$ cat config.mk
export PLATFORM = sky130hd
export DESIGN_NAME = debug_board_top
export DESIGN_NICKNAME = d
export VERILOG_FILES = /design/src/source/cpu_debug_pkg.sv /design/src/source/byte_queue.sv /design/src/source/reg_write_decoder.sv /design/src/source/register_file.sv /design/src/source/led_ctrl.sv /design/src/source/debug_board_top.sv
export SDC_FILE = /design/constraint.sdc
export NUM_CORES = 1
export LEC_CHECK = 0
export ABC_AREA = 0
export BUFFER_PORTS_ARGS = -buffer_cell sky130_fd_sc_hd__buf_4
export CORE_MARGIN = 5
export CORE_UTILIZATION = 60
export DETAILED_ROUTE_END_ITERATION = 10
export PLACE_DENSITY = 0.77
export SKIP_LAST_GASP = 1
export SYNTH_ARGS = -nofsm -noshare
export SYNTH_HDL_FRONTEND = slang
export SYNTH_SLANG_ARGS = --single-unit
$ cat constraint.sdc
create_clock -name clk -period 2.9 [get_ports clk]
set_input_delay 0.58 -clock clk [delete_from_list [all_inputs] [get_ports clk]]
set_output_delay 0.58 -clock clk [all_outputs]
set_load 0.05 [all_outputs]
$ cat src/source/cpu_debug_pkg.sv
package cpu_debug_pkg;

	////////////////////////////////////////
	// Sizes

	localparam int REG_WIDTH   = 16;
	localparam int REG_COUNT   = 8;
	localparam int ADDR_WIDTH  = $clog2(REG_COUNT);
	localparam int BYTE_WIDTH  = 8;
	localparam int DEBUG_WIDTH = REG_COUNT * REG_WIDTH;

	localparam int QUEUE_DEPTH = 8;
	localparam int PTR_WIDTH   = $clog2(QUEUE_DEPTH);
	localparam int COUNT_WIDTH = $clog2(QUEUE_DEPTH + 1);

	typedef logic [REG_WIDTH-1:0]   reg_value_t;
	typedef logic [ADDR_WIDTH-1:0]  reg_addr_t;
	typedef logic [BYTE_WIDTH-1:0]  byte_t;
	typedef logic [PTR_WIDTH-1:0]   queue_ptr_t;
	typedef logic [COUNT_WIDTH-1:0] queue_count_t;

	////////////////////////////////////////
	// Host command bytes

	// Set in the first byte of a write, index in bits 2..0
	localparam int CMD_WRITE_BIT = 7;

	typedef enum logic [1:0] {
		CMD,
		HIGH,
		LOW
	} decoder_state_t;

	////////////////////////////////////////
	// LED pages, selected by sw[15:8]

	localparam byte_t PAGE_STATUS      = 8'h00;
	localparam byte_t PAGE_REG_ADDRS   = 8'h06;
	localparam byte_t PAGE_WRITE_VALUE = 8'h07;
	localparam byte_t PAGE_READ_VALUE1 = 8'h08;
	localparam byte_t PAGE_READ_VALUE2 = 8'h09;
	// Register i shows on PAGE_REG_BASE + i
	localparam byte_t PAGE_REG_BASE    = 8'h30;
	localparam byte_t PAGE_QUEUE_PTRS  = 8'h40;
	localparam byte_t PAGE_QUEUE_FRONT = 8'h41;

endpackage

$ cat src/source/byte_queue.sv
`timescale 1ns/100ps

module byte_queue (
	input  logic                      clk,
	input  logic                      rst,

	input  logic                      push,
	input  cpu_debug_pkg::byte_t      push_byte,
	input  logic                      pop,

	output logic                      rx_credit,
	output logic                      queue_empty,
	output cpu_debug_pkg::byte_t      queue_front,

	output cpu_debug_pkg::queue_ptr_t qfront,
	output cpu_debug_pkg::queue_ptr_t qtail
);
	import cpu_debug_pkg::*;

	byte_t        entries [QUEUE_DEPTH];
	queue_count_t count;

	// Storage, written at the tail
	always_ff @(posedge clk) begin
		if (push) begin
			entries[qtail] <= push_byte;
		end
	end

	// Pointers wrap on their own width
	always_ff @(posedge clk) begin
		if (rst) begin
			qfront <= '0;
			qtail  <= '0;
		end else begin
			if (push) begin
				qtail <= qtail + 1'b1;
			end
			if (pop) begin
				qfront <= qfront + 1'b1;
			end
		end
	end

	always_ff @(posedge clk) begin
		if (rst) begin
			count <= '0;
		end else begin
			case ({push, pop})
				2'b10:   count <= count + 1'b1;
				2'b01:   count <= count - 1'b1;
				default: count <= count;
			endcase
		end
	end

	// One credit back to the host per popped byte
	always_ff @(posedge clk) begin
		if (rst) begin
			rx_credit <= 1'b0;
		end else begin
			rx_credit <= pop;
		end
	end

	assign queue_empty = (count == '0);
	assign queue_front = entries[qfront];

endmodule

$ cat src/source/reg_write_decoder.sv
`timescale 1ns/100ps

module reg_write_decoder (
	input  logic                      clk,
	input  logic                      rst,

	input  logic                      queue_empty,
	input  cpu_debug_pkg::byte_t      queue_front,
	output logic                      pop,

	output logic                      wr_en,
	output cpu_debug_pkg::reg_addr_t  wr_addr,
	output cpu_debug_pkg::reg_value_t wr_value,

	output cpu_debug_pkg::reg_addr_t  last_addr,
	output cpu_debug_pkg::reg_value_t last_value,
	output logic                      decoder_error
);
	import cpu_debug_pkg::*;

	decoder_state_t state;
	reg_addr_t      cmd_addr;
	byte_t          high_byte;

	// Take one byte every cycle the queue has one
	assign pop = !queue_empty;

	// Write goes out together with the low byte pop
	assign wr_en    = pop && (state == LOW);
	assign wr_addr  = cmd_addr;
	assign wr_value = {high_byte, queue_front};

	////////////////////////////////////////
	// Command FSM

	always_ff @(posedge clk) begin
		if (rst) begin
			state         <= CMD;
			decoder_error <= 1'b0;
		end else if (pop) begin
			case (state)
				CMD: begin
					if (queue_front[CMD_WRITE_BIT]) begin
						state <= HIGH;
					end else begin
						// Dropped byte, flag held until reset
						decoder_error <= 1'b1;
					end
				end
				HIGH:    state <= LOW;
				LOW:     state <= CMD;
				default: state <= CMD;
			endcase
		end
	end

	// Latched command fields
	always_ff @(posedge clk) begin
		if (pop && state == CMD) begin
			cmd_addr <= queue_front[ADDR_WIDTH-1:0];
		end
		if (pop && state == HIGH) begin
			high_byte <= queue_front;
		end
	end

	// Last completed write, for the LED pages
	always_ff @(posedge clk) begin
		if (rst) begin
			last_addr  <= '0;
			last_value <= '0;
		end else if (wr_en) begin
			last_addr  <= wr_addr;
			last_value <= wr_value;
		end
	end

endmodule

$ cat src/source/register_file.sv
`timescale 1ns/100ps

module register_file (
	input  logic                      clk,
	input  logic                      rst,

	input  logic                      wr_en,
	input  cpu_debug_pkg::reg_addr_t  wr_addr,
	input  cpu_debug_pkg::reg_value_t wr_value,

	input  cpu_debug_pkg::reg_addr_t  read_addr1,
	input  cpu_debug_pkg::reg_addr_t  read_addr2,
	output cpu_debug_pkg::reg_value_t read_value1,
	output cpu_debug_pkg::reg_value_t read_value2,

	output logic [cpu_debug_pkg::DEBUG_WIDTH-1:0] reg_debug_out
);
	import cpu_debug_pkg::*;

	reg_value_t regs [REG_COUNT];

	always_ff @(posedge clk) begin
		if (rst) begin
			for (int i = 0; i < REG_COUNT; i++) begin
				regs[i] <= '0;
			end
		end else if (wr_en) begin
			regs[wr_addr] <= wr_value;
		end
	end

	// Asynchronous read ports
	assign read_value1 = regs[read_addr1];
	assign read_value2 = regs[read_addr2];

	////////////////////////////////////////
	// Flat view of all registers

	// Register 0 in the low bits
	for (genvar i = 0; i < REG_COUNT; i++) begin : g_debug
		assign reg_debug_out[i*REG_WIDTH +: REG_WIDTH] = regs[i];
	end

endmodule

$ cat src/source/led_ctrl.sv
`timescale 1ns/100ps

module led_ctrl (
	input  cpu_debug_pkg::reg_value_t sw,

	input  cpu_debug_pkg::reg_addr_t  last_addr,
	input  cpu_debug_pkg::reg_value_t last_value,

	input  cpu_debug_pkg::reg_addr_t  read_addr1,
	input  cpu_debug_pkg::reg_addr_t  read_addr2,
	input  cpu_debug_pkg::reg_value_t read_value1,
	input  cpu_debug_pkg::reg_value_t read_value2,

	input  logic [cpu_debug_pkg::DEBUG_WIDTH-1:0] reg_debug_out,

	input  cpu_debug_pkg::queue_ptr_t qfront,
	input  cpu_debug_pkg::queue_ptr_t qtail,
	input  cpu_debug_pkg::byte_t      qfrontv,
	input  logic                      queue_empty,
	input  logic                      decoder_error,

	output cpu_debug_pkg::reg_value_t led_data
);
	import cpu_debug_pkg::*;

	byte_t     page;
	byte_t     reg_offset;
	reg_addr_t reg_index;
	logic      reg_page;

	assign page = sw[15:8];

	// Below the base the offset wraps high and misses the range
	assign reg_offset = page - PAGE_REG_BASE;
	assign reg_page   = (reg_offset < REG_COUNT);
	assign reg_index  = reg_offset[ADDR_WIDTH-1:0];

	////////////////////////////////////////
	// Page mux

	always_comb begin
		case (page)
			PAGE_STATUS: begin
				led_data = {queue_empty, 1'b0, decoder_error, 13'b0};
			end
			PAGE_REG_ADDRS: begin
				// One nibble per address
				led_data = {1'b0, last_addr, 1'b0, read_addr1, 1'b0, read_addr2, 4'b0};
			end
			PAGE_WRITE_VALUE: begin
				led_data = last_value;
			end
			PAGE_READ_VALUE1: begin
				led_data = read_value1;
			end
			PAGE_READ_VALUE2: begin
				led_data = read_value2;
			end
			PAGE_QUEUE_PTRS: begin
				led_data = {5'b0, qfront, 5'b0, qtail};
			end
			PAGE_QUEUE_FRONT: begin
				led_data = {8'b0, qfrontv};
			end
			default: begin
				// Register pages, else switches pass through
				if (reg_page) begin
					led_data = reg_debug_out[reg_index*REG_WIDTH +: REG_WIDTH];
				end else begin
					led_data = sw;
				end
			end
		endcase
	end

endmodule

$ cat src/source/debug_board_top.sv
`timescale 1ns/100ps

module debug_board_top (
	input  logic                      clk,
	input  logic                      rst,

	input  cpu_debug_pkg::reg_value_t sw,

	input  logic                      rx_valid,
	input  cpu_debug_pkg::byte_t      rx_byte,
	output logic                      rx_credit,

	output cpu_debug_pkg::reg_value_t led_data
);
	import cpu_debug_pkg::*;

	logic       pop;
	logic       queue_empty;
	byte_t      queue_front;
	queue_ptr_t qfront;
	queue_ptr_t qtail;

	logic       wr_en;
	reg_addr_t  wr_addr;
	reg_value_t wr_value;
	reg_addr_t  last_addr;
	reg_value_t last_value;
	logic       decoder_error;

	reg_addr_t  read_addr1;
	reg_addr_t  read_addr2;
	reg_value_t read_value1;
	reg_value_t read_value2;

	logic [DEBUG_WIDTH-1:0] reg_debug_out;

	// Read addresses straight from the low switches
	assign read_addr1 = sw[2:0];
	assign read_addr2 = sw[6:4];

	////////////////////////////////////////
	// Blocks

	byte_queue u_byte_queue (
		.clk         (clk),
		.rst         (rst),
		.push        (rx_valid),
		.push_byte   (rx_byte),
		.pop         (pop),
		.rx_credit   (rx_credit),
		.queue_empty (queue_empty),
		.queue_front (queue_front),
		.qfront      (qfront),
		.qtail       (qtail)
	);

	reg_write_decoder u_reg_write_decoder (
		.clk           (clk),
		.rst           (rst),
		.queue_empty   (queue_empty),
		.queue_front   (queue_front),
		.pop           (pop),
		.wr_en         (wr_en),
		.wr_addr       (wr_addr),
		.wr_value      (wr_value),
		.last_addr     (last_addr),
		.last_value    (last_value),
		.decoder_error (decoder_error)
	);

	register_file u_register_file (
		.clk           (clk),
		.rst           (rst),
		.wr_en         (wr_en),
		.wr_addr       (wr_addr),
		.wr_value      (wr_value),
		.read_addr1    (read_addr1),
		.read_addr2    (read_addr2),
		.read_value1   (read_value1),
		.read_value2   (read_value2),
		.reg_debug_out (reg_debug_out)
	);

	led_ctrl u_led_ctrl (
		.sw            (sw),
		.last_addr     (last_addr),
		.last_value    (last_value),
		.read_addr1    (read_addr1),
		.read_addr2    (read_addr2),
		.read_value1   (read_value1),
		.read_value2   (read_value2),
		.reg_debug_out (reg_debug_out),
		.qfront        (qfront),
		.qtail         (qtail),
		.qfrontv       (queue_front),
		.queue_empty   (queue_empty),
		.decoder_error (decoder_error),
		.led_data      (led_data)
	);

endmodule

==> flow_metrics.tcl, run 1 <==
set metrics [dict create \
    synth-edff-count 203 \
    floorplan.initialDensity_pct 60.4 \
    synth.distinct_cells 58 \
    drv_cap 0 \
    worstMarginPinSlew_ns 0.964 \
    synth_mux_area_share_pct 24.7 \
    setup_slack_ns -0.0816 \
    worstPathCellList "buf_6 -> buf_6 -> or2_4 -> or3_4 -> buf_12 -> clkbuf_4 -> nor2_1 -> nand2_1 -> a31oi_2 -> buf_6" \
    synthCells 888 \
    swShare_pct 30.6 \
    clk_pin_slew_worst_paths_ns 0.06 \
    placed_area_mm2 0.0139 \
    relSlewSlack_pct 35.5 \
    p_int_mw 6.66 \
    hp-class "primary input to flip-flop" \
    power_frac_clock_pct 30.1 \
    vias 8791 \
    min_period_ns 2.98 \
    synth_top_family_by_area "multiplexers" \
    layout.nets 1062 \
    synth_fa_ha_area_share_pct 0.657 \
    antenna_found_initial 0 \
    clockBufferDepth 3 \
    die_width_um 155 \
    worstPathArrival_ns 2.40 \
    skew_ns 0.00925 \
    yosys.area_share.simple_pct 11.1 \
    clk_latency_ns 0.52 \
    synth_fp_nets 921 \
    total_power_mw 9.60 \
    fin_setup_tns_ns -0.546 \
    path_common_cell "buf_6" \
    port_buffers 43 \
    diodes 0 \
    finalSetupViolations 12 \
    grt_pass1_vias 8627 \
    avgSynthCellArea_um2 14.2 \
    max_stage_delay_ns 0.41 \
    wl_per_cell_um 25.9 \
    p_sw_mw 2.94 \
    first_pass_iters 5 \
    synth_compound_area_share_pct 4.75 \
    hold-path-cell-count 1 \
    rsz0062_at_grt "true" \
    cts_max_level 1 \
    cts_buffers 24 \
    n_fill_cell 1288 \
    syn_to_final_growth_pct 21.0 \
    drtAntennaViolNets 0 \
    synth_xor_area_share_pct 0.488 \
    failed_checks "negative setup slack" \
    yosys_warnings 0 \
    cts_sinks 239 \
    status "finished with violations" \
    end_kind "output port" \
    clockRootBuffer "clkbuf_16" \
    cellLeakagePower_nw 5.70 \
    report.final.slew_viol_count 0 \
    async_flop_share_pct 0 \
    r2r_cells 7 \
    route.detailed.drc 0 \
    wl_um 34200 \
    path_max_fanout 6 \
    gr-total-overflow 0 \
    dieArea_mm2 0.0239 \
    die_y_um 155 \
    power_frac_comb_pct 25.2 \
    critPathKind "primary input to output port" \
    drive_gt1_share_pct 38.4 \
    yosysSeqAreaShare_pct 54.2 \
    dp_hpwl_um 22900 \
    gp_congestion 0.928 \
    grt_pass1_wl_um 51200 \
    final_hold_viol_count 0 \
    postCtsHoldBufs 0 \
    grt_max_degree 36 \
    design_area_mm2 0.0152 \
    fmax_mhz 335 \
    seq_power_share_pct 44.7 \
    vias_per_cell 6.65 \
    synth-main-ff-cell "edfxtp_1" \
    power.density_mw_per_mm2 631 \
    rows 53 \
    ys_ff_latch 239 \
    core_area_mm2 0.0208 \
    start_kind "primary input" \
    grt_usage_pct 28.4 \
    fin_crit_sh_pct 103 \
    required_ns 2.32 \
    cp_slowest_cell "or3_4" \
    syn_area_mm2 0.0126 \
    peakVddDrop_mv 0.691 \
    cts_tree "yes" \
    initialDrtViolationCount 1068 \
    io_pins 44 \
]
==> power groups by stage <==
stage	clock network, mW	registers, mW	logic (mW)
floorplan	0	4.23	1.43
global placement	0	4.32	2.11
detailed placement	0	4.33	2.16
CTS	2.92	4.28	2.32
global route	3.08	4.33	2.57
finish	2.89	4.29	2.42
==> kinds of logic after synthesis <==
| family | Yosys count |
|---|---|
| simple gates | 283 |
| flops | 239 |
| mux | 169 |
| compound gates | 94 |
| buf+inv | 90 |
| xor+xnor | 7 |
| fa+ha+maj | 6 |
==> synth_stat cells (2+ instances only) <==
cell	instances	share of area (%)
or3_1	3	0.15
mux2i_1	57	4.5
buf_4	5	0.30
edfxtp_1	203	48
buf_6	13	1.2
xor2_1	4	0.28
buf_2	30	1.2
a211o_1	2	0.14
clkbuf_8	2	0.22
nor3_1	9	0.36
a31oi_1	2	0.10
o21ai_0	6	0.24
ha_1	5	0.50
nor3b_1	2	0.12
nor2_1	122	3.6
nand3_1	2	0.080
o22ai_1	14	0.70
a2111oi_0	2	0.14
nand2b_1	12	0.60
nor2b_1	5	0.25
inv_1	15	0.45
clkbuf_1	22	0.66
xnor2_1	3	0.21
o211ai_1	2	0.12
mux4_4	4	0.80
nand3_2	3	0.24
nand4_1	3	0.15
mux4_2	108	19
nor3b_2	2	0.20
nor4_1	2	0.10
nand3b_1	2	0.12
nand2_1	44	1.3
and3_1	50	2.5
buf_1	2	0.060
dfxtp_1	36	5.7
a211oi_1	17	1.0
and2_1	16	0.80
a21oi_1	37	1.5
==> final cells by class <==
class	instances	area, µm²	area share, %
multi-input cells	559	5560	36.6
clock inverters	11	71.3	0.469
flip-flops and latches	239	6820	44.9
well taps	275	344	2.26
repair buffers	189	1690	11.1
inverters	16	60.1	0.395
clock buffers	33	656	4.31
==> cell usage in the layout, fill, tap and decap left out, types with 4 or more instances in the layout <==
master,count
nor3_1,4
buf_12,12
nand2_1,44
buf_4,152
clkbuf_1,8
a211oi_2,5
nor2_1,114
xor2_1,4
ha_1,5
clkbuf_16,26
a211oi_1,12
nor2_2,7
and3_1,50
a21oi_2,8
nor2b_1,5
and2_1,16
mux4_4,4
dfxtp_1,34
edfxtp_1,203
nand2b_1,12
buf_6,21
mux2i_4,7
nor3_2,5
mux2i_1,48
a21oi_1,29
mux4_2,108
o22ai_2,6
o22ai_1,8
inv_1,15
==> sequential cells by signal, summed over array words and instances, names as in the netlist, named ones only <==
name	flops
u_reg_write_decoder.wr_addr	3
u_byte_queue.entries	64
u_byte_queue.qfront	3
u_reg_write_decoder.last_value	16
u_reg_write_decoder.high_byte	8
u_byte_queue.rx_credit	1
u_reg_write_decoder.state	2
u_register_file.regs	128
u_reg_write_decoder.decoder_error	1
u_reg_write_decoder.last_addr	3
u_byte_queue.qtail	3
u_byte_queue.count	4
==> stage by stage <==
| stage | utilization, % | worst slack, ns | hold slack (ns) | instances |
|---|---|---|---|---|
| global route | 73.0 | -0.140 | 0.284 | 1322 |
| CTS | 71.4 | -0.111 | 0.278 | 1301 |
| floorplan | - | -0.160 | 0.436 | 888 |
| global placement | 66.7 | -0.128 | 0.446 | 1254 |
| detailed placement | 66.7 | -0.116 | 0.451 | 1254 |
| finish | 73.0 | -0.0816 | 0.293 | 1322 |
==> path summary, 6_finish.rpt <==
path | slack (ns) | start | end
setup / recovery | -0.08 | sw[11] | led_data[10]
hold / removal | 0.29 | rx_byte[1] | u_byte_queue.entries[1][1]$_DFFE_PP_
setup reg to reg | 0.37 | u_byte_queue.count[0]$_SDFFE_PP0P_ | u_register_file.regs[7][10]$_SDFFCE_PN0P_
hold reg to reg | 0.46 | u_reg_write_decoder.last_value[15]$_SDFFE_PP0N_ | u_reg_write_decoder.last_value[15]$_SDFFE_PP0N_
==> critical path, delay by kind of cell <==
family | cells | cell delay [ns]
AND/OR/NAND/NOR | 4 | 0.80
buffers and inverters | 5 | 0.77
AO/OA/AOI/OAI | 1 | 0.25
==> timing repair <==
item                       CTS  global route
cloned                       1             1
hold endpoints to repair     0             0
gates resized for setup     51            34
setup endpoints to repair   16            16
setup buffers                2            20
pin swaps                   11            17
==> per-layer routing <==
layer | vias up | GRT usage, % | wire length, µm
li1 | 3753 | - | -
met2 | 583 | 46.3 | 16800
met3 | 93 | 7.27 | 4160
met1 | 4362 | 38.5 | 12200
met4 | 0 | 7.82 | 1050
met5 | - | 0 | 0
Power figures use the tool's default switching activity.
==> run 2: changes to the inputs <==
--- a/config.mk
+++ b/config.mk
@@ -10,6 +10,7 @@
 export CORE_MARGIN = 5
 export CORE_UTILIZATION = 60
 export DETAILED_ROUTE_END_ITERATION = 10
+export GPL_TIMING_DRIVEN = 0
 export PLACE_DENSITY = 0.77
 export SKIP_LAST_GASP = 1
 export SYNTH_ARGS = -nofsm -noshare
==> run 2 against run 1 <==
  * The flow still finishes with violations (negative setup slack)
  * Count of clock-buffer cells in the layout rose by 1
  * Register-to-register slack got worse by 0.27 ns
  * Critical path depth fell by 2
  * Critical endpoint is now led_data[2]
==> flow_metrics.tcl, run 2 (same netlist as run 1, synthesis figures left out) <==
set metrics [dict create \
    finalSetupViolations 12 \
    cts_tree "yes" \
    report.final.slew_viol_count 0 \
    antenna_found_initial 0 \
    path_common_cell "buf_6" \
    vias 8795 \
    clk_latency_ns 0.55 \
    grt_usage_pct 31.3 \
    critPathBufInv 3 \
    wl_per_cell_um 29.4 \
    relSlewSlack_pct 6.81 \
    end_kind "output port" \
    max_stage_delay_ns 0.54 \
    clockRootBuffer "clkbuf_16" \
    route.detailed.drc 0 \
    setup_slack_ns -0.142 \
    fmax_mhz 329 \
    mostFrequentLayoutCells "203 x edfxtp_1, 115 x nor2_1, 108 x mux4_2" \
    cp_slowest_cell "mux4_2" \
    diodes 0 \
    dp_hpwl_um 24300 \
    fin_crit_sh_pct 105 \
    worstPathArrival_ns 2.46 \
    crit_family "multiplexers" \
    worstMarginPinSlew_ns 1.39 \
    rsz0062_at_grt "true" \
    clockBufferDepth 3 \
    hp-class "primary input to flip-flop" \
    final_cells 1263 \
    dp.cells 1198 \
    reg.largest.list "u_register_file.regs: 128 flops, u_byte_queue.entries: 64 flops, u_reg_write_decoder.last_value: 16 flops" \
    grt_pass1_wl_um 54900 \
    port_buffers 35 \
    path_max_fanout 6 \
    syn_to_final_growth_pct 17.8 \
    failed_checks "negative setup slack" \
    grt_pass1_vias 8784 \
    gr-total-overflow 0 \
    power.density_mw_per_mm2 663 \
    cts_buffers 24 \
    use_met3_pct 9.54 \
    max_flop_register "u_register_file.regs" \
    hold_slack_ns 0.269 \
    initialDrtViolationCount 1251 \
    vias_per_cell 6.96 \
    dieArea_mm2 0.0239 \
    grtUsageMet1_pct 40.9 \
    first_pass_iters 5 \
    start_kind "flip-flop" \
    critPathKind "flip-flop to output port" \
    io_pins 44 \
    drive_gt1_share_pct 33.7 \
    total_power_mw 9.82 \
    final_hold_viol_count 0 \
    drv_cap 0 \
    grt_util_met2_pct 50.0 \
    cellLeakagePower_nw 5.39 \
    layout_commonest_cell "edfxtp_1" \
    n_fill_cell 1349 \
    gp_congestion 0.982 \
    peakVddDrop_mv 0.793 \
    skew_ns 0.0341 \
    wl_um 37100 \
    grt_max_degree 17 \
    core_area_mm2 0.0208 \
    gr-max-usage-layer "met2" \
    min_period_ns 3.04 \
    required_ns 2.32 \
    status "finished with violations" \
    clk_pin_slew_worst_paths_ns 0.06 \
    largest_reg_flops 128 \
    drtAntennaViolNets 0 \
    rows 53 \
    die_width_um 155 \
    die_y_um 155 \
    cts_sinks 239 \
    floorplan.initialDensity_pct 60.4 \
    layout.nets 1003 \
    worstPathCellList "buf_8 -> buf_6 -> mux4_2 -> mux2i_4 -> nor2_2 -> a211oi_2 -> a21oi_2 -> buf_6" \
    cts_max_level 1 \
]
## run 2: cell types whose count changed in the layout (fill, tap and decap cells not counted), moves of 3 or more
| cell | before | now |
|---|---|---|
| buf_4 | 152 | 49 |
| clkbuf_8 | 0 | 4 |
| buf_8 | 1 | 6 |
| nand2b_1 | 12 | 4 |
| buf_12 | 12 | 9 |
| buf_6 | 21 | 31 |
| mux2i_1 | 48 | 44 |
| nand2b_4 | 0 | 7 |
| nand2_2 | 0 | 4 |
| nand2_1 | 44 | 40 |
| clkbuf_1 | 8 | 26 |
| buf_2 | 0 | 12 |
## run 2: layer usage
metal	vias to the layer above	part of all wire [%]
met5	-	0
met4	0	4.6
met2	680	47
met1	4338	34
li1	3634	-
met3	143	14
## run 2: repair_timing
item / in CTS / in global routing
hold buffers: 0 / 0
endpoints found under the setup margin: 144 / 112
buffers inserted: 15 / 5
cloned: 2 / 0
gates resized for setup: 112 / 46
pin swaps: 16 / 14
## run 2: final timing paths
kind / depth (start not counted) / slack (ns) / to / from
worst max-delay path: 8 / -0.14 / led_data[2] / flip-flop
worst min-delay path: 1 / 0.27 / u_byte_queue.entries[6][0]$_DFFE_PP_ / rx_byte[0]
worst max register to register: 7 / 0.10 / u_register_file.regs[4][15]$_SDFFCE_PN0P_ / u_byte_queue.count[3]$_SDFFE_PP0P_
worst min register to register: 2 / 0.46 / u_reg_write_decoder.last_addr[2]$_SDFFE_PP0N_ / u_reg_write_decoder.last_addr[2]$_SDFFE_PP0N_
## run 2: worst register-to-register path, delay by kind of cell, from the launching register on
family | cells | cell delay, ns
and+or+nand+nor | 5 | 1.72
buffers and inverters | 2 | 0.39
DFF | 1 | 0.34
## run 2: final cells by class
class,instances,area (µm²),area share [%]
well taps,275,344,2.32
repair buffers,56,498,3.36
clock inverters,10,87.6,0.591
clock buffers,34,689,4.65
plain buffers,74,651,4.39
multi-input cells,559,5670,38.2
flip-flops and latches,239,6820,46.0
inverters,16,60.1,0.405
## run 2: per-stage QoR
step	cell area [µm²]	utilization (%)	setup slack [ns]	TNS [ns]
6_report	14800	71.2	-0.142	-0.878
5_1_grt	14800	71.2	-0.223	-1.61
2_1_floorplan	12600	-	-0.160	-0.321
3_5_place_dp	13200	63.6	-0.670	-53.88
4_1_cts	14600	70.2	-0.162	-2.05
3_3_place_gp	13200	63.6	-0.712	-49.27
## run 2: report_power, final
part	total (mW)	internal, mW	leakage (nW)	switching (mW)
Sequential	4.25	4.01	2.30	0.238
Combinational	2.51	1.00	2.72	1.50
Clock	3.07	1.75	0.377	1.32
==> run 3: changes to the inputs <==
--- a/config.mk
+++ b/config.mk
@@ -12,6 +12,7 @@
 export DETAILED_ROUTE_END_ITERATION = 10
 export GPL_TIMING_DRIVEN = 0
 export PLACE_DENSITY = 0.77
+export SETUP_SLACK_MARGIN = 0.3
 export SKIP_LAST_GASP = 1
 export SYNTH_ARGS = -nofsm -noshare
 export SYNTH_HDL_FRONTEND = slang
==> run 3 against run 2 <==
  * The flow still finishes with violations (negative setup slack)
  * Sequential share of layout area is 2.3 points lower
  * Worst setup slack worse by 0.092 ns
  * Register-to-register slack better by 0.24 ns
  * Non-clock buffer count up 34
  * Highest routed layer unchanged
  * Die area stayed put
  * Count of clock-buffer cells in the layout is 3 lower
  * Design area grew 5.3%
  * Fmax shrank 2.9%
  * Clock skew fell by 0.024 ns
  * Clock power down 2%
  * Sequential cell count unchanged
==> flow_metrics.tcl, run 3 (same netlist as run 1, synthesis figures left out) <==
set metrics [dict create \
    cts_sinks 239 \
    dieArea_mm2 0.0239 \
    min_period_ns 3.13 \
    p_int_mw 6.82 \
    dp.cells 1198 \
    hold-path-cell-count 1 \
    finalSetupViolations 11 \
    die_y_um 155 \
    clk_latency_ns 0.52 \
    top_layer "met4" \
    grt_pass1_vias 8952 \
    rows 53 \
    antenna_found_initial 0 \
    diodes 0 \
    failed_checks "negative setup slack" \
    setup_slack_ns -0.235 \
    reg.largest.list "u_register_file.regs: 128 flops, u_byte_queue.entries: 64 flops, u_reg_write_decoder.last_value: 16 flops" \
    wl_met1_um 13200 \
    peakVddDrop_mv 0.724 \
    dp_hpwl_um 24300 \
    design_area_mm2 0.0156 \
    report.final.slew_viol_count 0 \
    cts_max_level 1 \
    status "finished with violations" \
    dr_wl_met2_um 18800 \
    port_buffers 35 \
    layout_commonest_cell "edfxtp_1" \
    drtAntennaViolNets 0 \
    skew_ns 0.0101 \
    max_flop_register "u_register_file.regs" \
    power_frac_clock_pct 30.3 \
    grt_usage_pct 32.0 \
    start_kind "flip-flop" \
    first_pass_iters 5 \
    total_power_mw 9.96 \
    required_ns 2.32 \
    critPathKind "flip-flop to output port" \
    floorplan.initialDensity_pct 60.4 \
    hp-class "primary input to flip-flop" \
    placed_area_mm2 0.0135 \
    initialDrtViolationCount 1290 \
    routed-wl-met3_um 5230 \
    mostFrequentLayoutCells "203 x edfxtp_1, 112 x nor2_1, 108 x mux4_2" \
    worstPathArrival_ns 2.55 \
    power_frac_comb_pct 26.9 \
    vias 9034 \
    fmax_mhz 319 \
    clockBufferDepth 3 \
    wl_per_cell_um 30.2 \
    clockRootBuffer "clkbuf_16" \
    drive_gt1_share_pct 37.7 \
    relSlewSlack_pct 13.0 \
    gr-total-overflow 0 \
    wl_um 39200 \
    path_max_fanout 6 \
    largest_reg_flops 128 \
    route.detailed.drc 0 \
    drv_cap 0 \
    syn_to_final_growth_pct 24.1 \
    worstMarginPinSlew_ns 1.30 \
    rsz0062_at_grt "true" \
    swShare_pct 31.5 \
    die_width_um 155 \
    cts_tree "yes" \
    fin_crit_sh_pct 108 \
    cts_buffers 24 \
    dp_slack_ns -0.596 \
    end_kind "output port" \
    vias_per_cell 6.97 \
    final_cells 1296 \
    clk_pin_slew_worst_paths_ns 0.06 \
    core_area_mm2 0.0208 \
    grt_pass1_wl_um 56000 \
    gp_congestion 0.936 \
    p_sw_mw 3.14 \
    layout.nets 1037 \
    postCtsHoldBufs 0 \
    cellLeakagePower_nw 5.74 \
    final_hold_viol_count 0 \
    io_pins 44 \
    power.density_mw_per_mm2 638 \
    r2r_cells 6 \
    seq_power_share_pct 42.8 \
    grt_max_degree 17 \
]
## run 3: changes by cell type in the layout (fill, tap and decap cells not counted), sizes merged
cell      before  now
buf          107  140
bufbuf         0    1
bufinv         1    0
clkbuf        57   54
clkinv         7   12
clkinvlp       1    0
inv           17   16
## run 3: critical path, stage by stage, from the launching register on
cell and delay [ns]:
dfxtp_2 0.33, buf_8 0.13, buf_12 0.13, mux4_2 0.53, mux2i_4 0.27, nor2_2 0.07
a211oi_2 0.29, a21oi_4 0.11, buf_6 0.16
## run 3: metal layers
layer	track usage, %	vias to the layer above
met1	43.5	4377
li1	-	3705
met2	52.2	770
met5	0	-
met4	12.4	0
met3	5.51	182
## run 3: final cells by class
class	instances	area, µm²
buffer	74	696
clock buffer	31	699
clock inverter	12	68.8
fill	1263	5220
inverter	16	60.1
multi-input combinational	559	5910
sequential	239	6820
tap	275	344
timing repair buffer	90	1010
## run 3: through the flow
step / hold slack (ns) / TNS, ns / util [%]
final: 0.292 / -1.34 / 75.0
after global routing: 0.290 / -1.95 / 75.0
after CTS: 0.278 / -1.22 / 72.9
after detailed placement: 0.454 / -53.08 / 64.6
after global placement: 0.445 / -47.56 / 64.6
after floorplan: 0.436 / -0.383 / -
## run 3: what timing repair did
item / CTS / global route
setup buffers: 33 / 18
gates resized for setup: 133 / 40
setup endpoints to repair: 145 / 114
pin swaps: 26 / 24
cloned: 4 / 0
## run 3: path summary, 6_finish.rpt
kind | to | slack (ns) | start
worst max register to register | u_register_file.regs[2][15]$_SDFFCE_PN0P_ | 0.34 | u_reg_write_decoder.wr_addr[1]$_DFFE_PP_
worst min register to register | u_reg_write_decoder.last_value[12]$_SDFFE_PP0N_ | 0.46 | u_reg_write_decoder.last_value[12]$_SDFFE_PP0N_
worst min-delay path | u_byte_queue.entries[5][2]$_DFFE_PP_ | 0.29 | rx_byte[2]
worst max-delay path | led_data[0] | -0.23 | flip-flop
## run 3: power groups by stage
stage	sequential [mW]	clock, mW	combinational, mW
after floorplan	4.23	0	1.46
after global placement	4.29	0	2.07
after detailed placement	4.31	0	2.10
after CTS	4.25	3.00	2.49
after global routing	4.28	3.17	2.82
final	4.27	3.02	2.68
